File: config.mk
export PLATFORM = sky130hd
export DESIGN_NAME = conv_engine
export DESIGN_NICKNAME = d
export VERILOG_FILES = /design/src/design/engine_pkg.sv /design/src/design/atom_loader.sv /design/src/design/channel_sum.sv /design/src/design/conv_engine.sv /design/src/design/engine_ctrl.sv /design/src/design/mac_lane.sv
export VERILOG_INCLUDE_DIRS = /design/src /design/src/design
export SDC_FILE = /design/constraint.sdc
export NUM_CORES = 2
export LEC_CHECK = 0
export BUFFER_PORTS_ARGS = -buffer_cell sky130_fd_sc_hd__buf_2
export CAP_MARGIN = 20
export CORE_MARGIN = 2
export CORE_UTILIZATION = 45
export DETAILED_ROUTE_END_ITERATION = 6
export SLEW_MARGIN = 0
export SYNTH_ARGS = -nofsm -noshare
export SYNTH_HDL_FRONTEND = slang
export SYNTH_HIERARCHICAL = 1
export SYNTH_SLANG_ARGS = --single-unit
export TNS_END_PERCENT = 5
File: constraint.sdc
create_clock -name clk -period 7.65 [get_ports clk]
set_clock_uncertainty 0.05 [all_clocks]
set_input_delay 1.53 -clock clk [delete_from_list [all_inputs] [get_ports clk]]
set_output_delay 1.53 -clock clk [all_outputs]
set_load 0.02 [all_outputs]
File: src/design/engine_macros.svh
`ifndef ENGINE_MACROS_SVH
`define ENGINE_MACROS_SVH

// Channels per atom and number of MAC lanes
`define ENGINE_BURST_LEN 4

// Data, weight and sum word width
`define ENGINE_WORD_W 16

// Atoms per output point from 1 to 9
`define ENGINE_KSIZE_W 4

// Output points per layer from 1 to 255
`define ENGINE_POINTS_W 8

`endif

File: src/design/engine_pkg.sv
`default_nettype none
`include "engine_macros.svh"

package engine_pkg;

	typedef logic [`ENGINE_WORD_W-1:0] word_t;   // One data, weight or sum word

	// One channel-parallel slice as fed to the lanes
	typedef struct packed {
		word_t [`ENGINE_BURST_LEN-1:0] data;     // Channel k in element k
		word_t [`ENGINE_BURST_LEN-1:0] weight;
		logic                          last;     // Final atom of the point
	} atom_t;

	typedef word_t [`ENGINE_BURST_LEN-1:0] lane_sums_t;   // One sum per lane

	// Layer command latched on start
	typedef struct packed {
		logic [`ENGINE_KSIZE_W-1:0]  kernel_size;   // Atoms per point
		logic [`ENGINE_POINTS_W-1:0] points;        // Points in the layer
	} cmd_t;

	typedef enum logic {
		ST_IDLE,
		ST_BUSY
	} engine_state_t;

endpackage

`default_nettype wire

File: src/design/atom_loader.sv
`timescale 1ns/1ps
`default_nettype none
`include "engine_macros.svh"

module atom_loader (
	input  wire logic               clk,
	input  wire logic               rst,
	input  wire logic               i_busy,
	input  wire engine_pkg::cmd_t   i_cmd,
	input  wire logic               i_data_we,
	input  wire engine_pkg::word_t  i_data,
	input  wire logic               i_weight_we,
	input  wire engine_pkg::word_t  i_weight,
	output engine_pkg::atom_t       o_atom,
	output logic                    o_atom_valid
);

	localparam int BL    = `ENGINE_BURST_LEN;
	localparam int CNT_W = $clog2(BL + 1);   // Counts 0 to BL inclusive

	engine_pkg::word_t [BL-1:0] data_buf;     // Deserializer for the feature stream
	engine_pkg::word_t [BL-1:0] weight_buf;   // Deserializer for the weight stream
	logic [CNT_W-1:0]           data_cnt;
	logic [CNT_W-1:0]           weight_cnt;
	logic [`ENGINE_KSIZE_W-1:0] atom_cnt;     // Atoms issued for the current point
	logic                       data_take;
	logic                       weight_take;
	logic                       issue;
	logic                       last_atom;

	// Strobes only count while a layer runs
	assign data_take   = i_busy && i_data_we;
	assign weight_take = i_busy && i_weight_we;

	// Both buffers hold a whole atom
	assign issue = i_busy && (data_cnt == CNT_W'(BL)) && (weight_cnt == CNT_W'(BL));

	assign last_atom = atom_cnt == i_cmd.kernel_size - 1'b1;

	// New word enters at the top, so after BL shifts word k sits in element k
	always_ff @(posedge clk) begin
		if (data_take)
			data_buf <= {i_data, data_buf[BL-1:1]};
		if (weight_take)
			weight_buf <= {i_weight, weight_buf[BL-1:1]};
	end

	always_ff @(posedge clk or posedge rst) begin
		if (rst) begin
			data_cnt     <= '0;
			weight_cnt   <= '0;
			atom_cnt     <= '0;
			o_atom_valid <= 1'b0;
		end else if (!i_busy) begin
			data_cnt     <= '0;   // Idle engine drops partial atoms
			weight_cnt   <= '0;
			atom_cnt     <= '0;
			o_atom_valid <= 1'b0;
		end else begin
			o_atom_valid <= issue;
			if (issue) begin
				// Buffers empty out as the atom goes
				data_cnt   <= CNT_W'(data_take);
				weight_cnt <= CNT_W'(weight_take);
				atom_cnt   <= last_atom ? '0 : atom_cnt + 1'b1;
			end else begin
				data_cnt   <= data_cnt + CNT_W'(data_take);
				weight_cnt <= weight_cnt + CNT_W'(weight_take);
			end
		end
	end

	// Atom register loaded only on issue
	always_ff @(posedge clk) begin
		if (issue) begin
			o_atom.data   <= data_buf;
			o_atom.weight <= weight_buf;
			o_atom.last   <= last_atom;   // Closes the point in every lane
		end
	end

endmodule

`default_nettype wire

File: src/design/channel_sum.sv
`timescale 1ns/1ps
`default_nettype none
`include "engine_macros.svh"

module channel_sum (
	input  wire logic                   clk,
	input  wire logic                   rst,
	input  wire engine_pkg::lane_sums_t i_sums,
	input  wire logic                   i_sums_valid,
	output engine_pkg::word_t           o_result,
	output logic                        o_result_valid
);

	localparam int BL    = `ENGINE_BURST_LEN;
	localparam int CNT_W = $clog2(BL + 1);

	engine_pkg::lane_sums_t sums_sh;   // Remaining lanes with the next one in element 0
	engine_pkg::word_t      acc;
	logic [CNT_W-1:0]       lane_cnt;  // Lanes taken so far and zero when idle
	logic                   final_add;

	// Last lane goes in this cycle
	assign final_add = (lane_cnt == CNT_W'(BL - 1)) && !i_sums_valid;

	always_ff @(posedge clk or posedge rst) begin
		if (rst) begin
			lane_cnt       <= '0;
			o_result_valid <= 1'b0;
		end else begin
			o_result_valid <= final_add;
			if (i_sums_valid)
				lane_cnt <= CNT_W'(1);           // Lane 0 is taken on the latch edge
			else if (final_add)
				lane_cnt <= '0;
			else if (lane_cnt != '0)
				lane_cnt <= lane_cnt + 1'b1;
		end
	end

	// Shift register and running total
	always_ff @(posedge clk) begin
		if (i_sums_valid) begin
			acc     <= i_sums[0];
			sums_sh <= {engine_pkg::word_t'(0), i_sums[BL-1:1]};
		end else if (lane_cnt != '0) begin
			acc     <= acc + sums_sh[0];    // One lane per cycle
			sums_sh <= {engine_pkg::word_t'(0), sums_sh[BL-1:1]};
		end
		if (final_add)
			o_result <= acc + sums_sh[0];   // Total over all channels
	end

endmodule

`default_nettype wire

File: src/design/conv_engine.sv
`timescale 1ns/1ps
`default_nettype none
`include "engine_macros.svh"

module conv_engine (
	input  wire logic              clk,
	input  wire logic              rst,
	input  wire logic              i_start,
	input  wire engine_pkg::cmd_t  i_cmd,
	input  wire logic              i_data_we,
	input  wire engine_pkg::word_t i_data,
	input  wire logic              i_weight_we,
	input  wire engine_pkg::word_t i_weight,
	output engine_pkg::word_t      o_result,
	output logic                   o_result_valid,
	output logic                   o_ready
);

	engine_pkg::cmd_t       cmd;         // Latched layer command
	logic                   busy;
	engine_pkg::atom_t      atom;
	logic                   atom_valid;
	engine_pkg::lane_sums_t lane_sums;
	logic                   sums_valid;

	engine_ctrl u_ctrl (
		.clk            (clk),
		.rst            (rst),
		.i_start        (i_start),
		.i_cmd          (i_cmd),
		.i_result_valid (o_result_valid),   // Counts finished points
		.o_cmd          (cmd),
		.o_busy         (busy),
		.o_ready        (o_ready)
	);

	atom_loader u_loader (
		.clk          (clk),
		.rst          (rst),
		.i_busy       (busy),
		.i_cmd        (cmd),
		.i_data_we    (i_data_we),
		.i_data       (i_data),
		.i_weight_we  (i_weight_we),
		.i_weight     (i_weight),
		.o_atom       (atom),
		.o_atom_valid (atom_valid)
	);

	// One MAC lane per channel of the atom
	for (genvar g = 0; g < `ENGINE_BURST_LEN; g++) begin : g_lane
		logic lane_valid;
		mac_lane u_lane (
			.clk          (clk),
			.rst          (rst),
			.i_atom_valid (atom_valid),
			.i_last       (atom.last),
			.i_data       (atom.data[g]),
			.i_weight     (atom.weight[g]),
			.o_sum        (lane_sums[g]),
			.o_sum_valid  (lane_valid)
		);
	end

	assign sums_valid = g_lane[0].lane_valid;   // Lanes run in lockstep

	channel_sum u_sum (
		.clk            (clk),
		.rst            (rst),
		.i_sums         (lane_sums),
		.i_sums_valid   (sums_valid),
		.o_result       (o_result),
		.o_result_valid (o_result_valid)
	);

endmodule

`default_nettype wire

File: src/design/engine_ctrl.sv
`timescale 1ns/1ps
`default_nettype none
`include "engine_macros.svh"

module engine_ctrl (
	input  wire logic             clk,
	input  wire logic             rst,
	input  wire logic             i_start,
	input  wire engine_pkg::cmd_t i_cmd,
	input  wire logic             i_result_valid,
	output engine_pkg::cmd_t      o_cmd,
	output logic                  o_busy,
	output logic                  o_ready
);

	engine_pkg::engine_state_t   state;
	logic [`ENGINE_POINTS_W-1:0] done_cnt;   // Results seen in this layer
	logic                        last_result;

	assign last_result = i_result_valid && (done_cnt == o_cmd.points - 1'b1);

	assign o_busy = state == engine_pkg::ST_BUSY;

	always_ff @(posedge clk or posedge rst) begin
		if (rst) begin
			state    <= engine_pkg::ST_IDLE;
			o_cmd    <= '0;
			done_cnt <= '0;
			o_ready  <= 1'b0;
		end else begin
			case (state)
				engine_pkg::ST_IDLE: begin
					if (i_start) begin   // Start only counts here
						o_cmd    <= i_cmd;
						done_cnt <= '0;
						o_ready  <= 1'b0;
						state    <= engine_pkg::ST_BUSY;
					end
				end
				engine_pkg::ST_BUSY: begin
					if (last_result) begin
						o_ready <= 1'b1;   // Held until the next accepted start
						state   <= engine_pkg::ST_IDLE;
					end
					if (i_result_valid)
						done_cnt <= done_cnt + 1'b1;
				end
				default: state <= engine_pkg::ST_IDLE;
			endcase
		end
	end

endmodule

`default_nettype wire

File: src/design/mac_lane.sv
`timescale 1ns/1ps
`default_nettype none

module mac_lane (
	input  wire logic               clk,
	input  wire logic               rst,
	input  wire logic               i_atom_valid,
	input  wire logic               i_last,
	input  wire engine_pkg::word_t  i_data,
	input  wire engine_pkg::word_t  i_weight,
	output engine_pkg::word_t       o_sum,
	output logic                    o_sum_valid
);

	engine_pkg::word_t prod;       // Low half of the product
	engine_pkg::word_t acc;        // Running sum over the point's atoms
	engine_pkg::word_t acc_next;

	assign prod     = i_data * i_weight;   // 16-bit context keeps the low bits
	assign acc_next = acc + prod;          // Wraps mod 2^16

	always_ff @(posedge clk or posedge rst) begin
		if (rst) begin
			acc         <= '0;
			o_sum_valid <= 1'b0;
		end else begin
			o_sum_valid <= i_atom_valid && i_last;
			if (i_atom_valid)
				acc <= i_last ? '0 : acc_next;   // Next point starts from zero
		end
	end

	// Final sum of the point held until the next one
	always_ff @(posedge clk) begin
		if (i_atom_valid && i_last)
			o_sum <= acc_next;
	end

endmodule

`default_nettype wire

======== Word-level counts from Yosys, hierarchy flattened ========
Index checks and enable logic that the tools add are counted.
cells by class
  add/sub/neg operators ................... 12
  multiply operators ...................... 4
  div/mod/pow operators ................... 0
  magnitude comparators ................... 0
  equal/unequal tests ..................... 9
  shift-type cells ........................ 0
  muxes and demuxes ....................... 28
  bitwise operators ....................... 1
  reduce and logical (&&, ||, !) cells .... 14
operators by type and width
  kind                                                                 number
  16-bit 2-to-1 mux                                                    6
  48-bit 2-to-1 mux                                                    2
  16-bit adder                                                         5
  16-bit by 16-bit multiplier with 16-bit output                       4
  3-bit 2-to-1 mux                                                     7
  8-bit 2-to-1 mux                                                     2
  8-bit case mux with 2 select lines                                   1
  4-bit 2-to-1 mux                                                     3
  8-bit by 1-bit adder with 8-bit output (second input constant)       1
  8-bit == test                                                        1
  8-bit by 1-bit subtractor with 8-bit output (second input constant)  1
  1-bit logical AND                                                    7
  3-bit by 1-bit adder with 3-bit output                               2
  3-bit == test (second input constant)                                2
  2-bit AND reduction                                                  3
  3-bit nonzero test                                                   2
  1-bit 2-to-1 mux                                                     5
  4-bit by 1-bit adder with 4-bit output (second input constant)       1
  4-bit == test                                                        1
  2-bit by 1-bit != test with 1-bit output (second input constant)     2
  2-bit != test (second input constant)                                2
  1-bit case mux with 2 select lines                                   2
  4-bit by 1-bit subtractor with 4-bit output (second input constant)  1
  3-bit by 1-bit adder with 3-bit output (second input constant)       1
  other kinds (4)                                                      4
word-level totals
  register bits ........................... 503
  bits in latches ......................... 0
  memory bits (writable) .................. 0
  bits in read-only memories .............. 0
  bits of input ports ..................... 49
  memories kept ........................... 0

======== Depth between registers and ports, before layout ========
  word-level depth ........................ 5
  gate-level depth with buffers ........... 21
  gate-level depth less buffers ........... 20

======== Cells and area by module ========
The synthesis kept the hierarchy.
by module, submodules not included
  module                        times used  cells an instance  area an instance (µm²)  sequential area each (µm²)
  atom_loader                   1           322                8393.0                  7992.7
  mac_lane at g_lane[3].u_lane  1           618                5612.9                  905.9
  mac_lane at g_lane[2].u_lane  1           619                5599.1                  905.9
  mac_lane at g_lane[1].u_lane  1           619                5590.4                  905.9
  mac_lane at g_lane[0].u_lane  1           617                5581.6                  905.9
  channel_sum                   1           302                4113.9                  2502.4
  engine_ctrl                   1           124                1137.3                  550.5

======== Least setup slack after synthesis ========
No wires, ideal clock.
  path kind ............................... register to register
  start point ............................. reg u_loader.weight_cnt[0]
  end point ............................... reg u_loader/o_atom[0] (netlist name) (enable)
  arrival time ............................ 6341 ps
  data required time ...................... 6982 ps
  slack ................................... 641 ps
  stages on the path, launching flop included .. 5
  buffers on the path ..................... 1
  clock period less this slack ............ 7009 ps
  cell sequence ........................... dfrtp_1 and4bb_2 nand2_1 buf_2 nor2_1
between the ends
  cells in the longest elaborated chain, start to end .. 2
ends and longest elaborated chain
  element                   RTL line           source
  start, declared           atom_loader.sv:24  logic [CNT_W-1:0] weight_cnt;
  start signal, assigned    atom_loader.sv:64  weight_cnt <= CNT_W'(weight_take);
  start signal, assigned    atom_loader.sv:68  weight_cnt <= weight_cnt + CNT_W'(weight_take);
  3-bit == test             atom_loader.sv:36  assign issue = i_busy && (data_cnt == CNT_W'(BL)) && (weight_cnt == CNT_W'(BL));
  1-bit logical AND         atom_loader.sv:36
  named net u_loader.issue  atom_loader.sv:28  logic issue;
  end, declared             atom_loader.sv:14  output engine_pkg::atom_t o_atom,
The timed path passes the listed nets, and every way through them passes these cells.
A chain may end at the register's enable or synchronous reset.

======== Worst setup path after layout ========
  start point ............................. reg u_loader/o_atom[50] (netlist name)
  end point ............................... reg g_lane[3].u_lane.acc[14]
between the ends
  cells in the longest elaborated chain, start to end .. 3
ends and longest elaborated chain
  element                                         RTL line        source
  16-bit by 16-bit multiplier with 16-bit output  mac_lane.sv:19  assign prod = i_data * i_weight;
  16-bit adder                                    mac_lane.sv:20  assign acc_next = acc + prod;
  named net g_lane[3].u_lane.acc_next[14]         mac_lane.sv:17  engine_pkg::word_t acc_next;
  16-bit 2-to-1 mux                               mac_lane.sv:29  acc <= i_last ? '0 : acc_next;
  end signal, assigned                            mac_lane.sv:29
  end, declared                                   mac_lane.sv:16  engine_pkg::word_t acc;
The timed path passes the listed nets, and every way through them passes these cells.

==> metrics.txt <==
status completed; die area 82,200 um2; CTS clk-pin slew, worst paths 0.06 ns; Final Power 0.0167 W; Initial DRC Count 1,212; IO Pins 67; setup violators final 0; Multi-input gate area 18,300 um2; total iterations of the first detailed-routing run 5; final hold violations 0; vias per cell 4.92; initial antenna violation count 1; htree depth 2; Worst-Margin Slew 1.04 ns; FF+latch area 14,600 um2; Filler Cell Count 7,199; layout cells sized above 1 0.0704; Leak Pwr 17.6 nW; DP HPWL 60.7 mm; CTS tree done; WP data required 8.13 ns; post-CTS setup buffer count 0; syn avg cell area 11.2 um2; YS warnings 6; fmax 0.174 GHz; final-report max-slew violation count 0; DR WL/cell 18.1 um; CP Class reg -> reg; unrepaired setup endpoints after global routing false; min Tclk post-route 5.74 ns; CTS hold repair buffers 0; vias 21.4k; layout net count 3,913; Worst EP arrival 6.22 ns; Sink Count 503; vias in the first global route 22.2k; Clk Latency, worst-skew pair 0.64 ns; GR Overflow Total 0; antenna-violating nets left 0; Syn Inst Count 3,218; first-pass GRT wire length 126 mm; Final Util 0.493; worst-path fanout max 15; CORE AREA 79,000 um2; Die Wd 287 um; area grow syn2layout 8.41%; max_slew headroom 0.308; PwrDens 427 nW/um2; total negative slack 0 ns; worst min path class reg -> reg; largest net degree at the start of global routing 67; Max-Cap Viols 0; Mapped Nets 3,877; worst vdd ir 0.000463 V; Crit. End Element flip-flop; PortBufs 66; gr usage total 0.199; startpoint types flip-flop; CTS Buffer Depth 3; Residual DRC 0; Post-Synthesis Cell Area 36,000 um2; CTS resizes 0; Diodes inserted 0; die height 287 um; final worst-path cycle share 0.750; CTS Buf Count 54; Initial Util 0.455; clk root buf clkbuf_16; # rows 103; GP Congestion 0.882; final WL 78.7 mm
worst max-delay path, stage by stage, from the launching register on:
cell	delay [ns]
edfxtp_1	0.63
and2_1	0.27
fa_1	0.54
inv_1	0.05
fa_1	0.54
inv_1	0.06
fa_1	0.50
inv_1	0.05
fa_1	0.52
inv_1	0.05
fa_1	0.47
inv_1	0.05
fa_1	0.48
inv_1	0.04
ha_1	0.35
and3_1	0.18
o41ai_1	0.12
a311oi_1	0.31
xor2_1	0.13
a31o_2	0.25
power breakdown:
group	switching, W	leakage (nW)	internal (W)
sequential	0.000344	5.15	0.00409
combinational	0.00558	11.6	0.00411
clock	0.00114	0.816	0.00138
worst paths after layout:
path / end / start / slack [ns] / cells past startpoint
setup / recovery: g_lane[3].u_lane/acc[14] / u_loader/o_atom[50] / 1.91 / 19
hold / removal: u_loader/o_atom[16] / u_loader/weight_buf[15] / 0.37 / 0
setup reg to reg: g_lane[3].u_lane/acc[14] / u_loader/o_atom[50] / 1.91 / 19
hold reg to reg: u_loader/o_atom[16] / u_loader/weight_buf[15] / 0.37 / 0
max in group asynchronous: g_lane[0].u_lane/o_sum_valid / rst / 5.80 / 2
min in group asynchronous: u_sum/lane_cnt[1] / rst / 0.89 / 2
state kept, by name, summed over array words and instances, names as in the netlist, 4 cells and up:
name and flops:
u_loader/weight_buf 64, u_loader/atom_cnt 4, u_loader/data_buf 64, u_sum/sums_sh 48, g_lane.u_lane/o_sum 64, g_lane.u_lane/acc 64
u_ctrl/done_cnt 8, u_sum/acc 16, u_loader/o_atom 129, u_sum/o_result 16, u_ctrl/o_cmd 12
layout by cell type, fill, tap and decap left out, drive strengths merged, types with 4 or more instances in the layout:
master / count
xnor3: 5
o211ai: 11
and2: 226
ha: 233
mux2: 44
o21a: 19
or3: 8
o22ai: 34
a31oi: 7
dfrtp: 102
o21ai: 41
nand2b: 4
nand4: 8
nand2: 440
inv: 712
fa: 377
xor2: 62
a21o: 20
nor3: 11
nor2: 67
xnor2: 127
nor4: 5
edfxtp: 401
a31o: 10
clkbuf: 66
a211oi: 6
buf: 75
nand3: 31
nor2b: 14
o41a: 7
a21oi: 37
clkinv: 24
mux2i: 11
clkinvlp: 5
and3: 13
metal layers:
| layer | track usage | vias up | share of wire |
|---|---|---|---|
| met5 | 0 | - | 0 |
| met4 | 0.0503 | 0 | 0.022 |
| met2 | 0.334 | 429 | 0.49 |
| li1 | - | 10100 | - |
| met3 | 0.0262 | 103 | 0.042 |
| met1 | 0.275 | 10700 | 0.44 |
cell type report:
class | count | share of cell area
flip-flops and latches | 503 | 0.375
repair buffers | 75 | 0.0102
multi-input cells | 1910 | 0.469
clock inverters | 33 | 0.00799
clock buffers | 66 | 0.0358
well taps | 1050 | 0.0337
inverters | 710 | 0.0684
through the flow:
step                hold slack [ns]  area [um2]  cells  setup WS, ns
finish                        0.367       39000   4347          1.91
global route                  0.370       39000   4347          1.61
CTS                           0.368       39000   4347          1.90
detailed placement            0.355       37300   4248          1.93
global placement              0.353       37300   4248          1.94
floorplan                     0.350       36000   3218         0.641
Power figures use the tool's default switching activity.
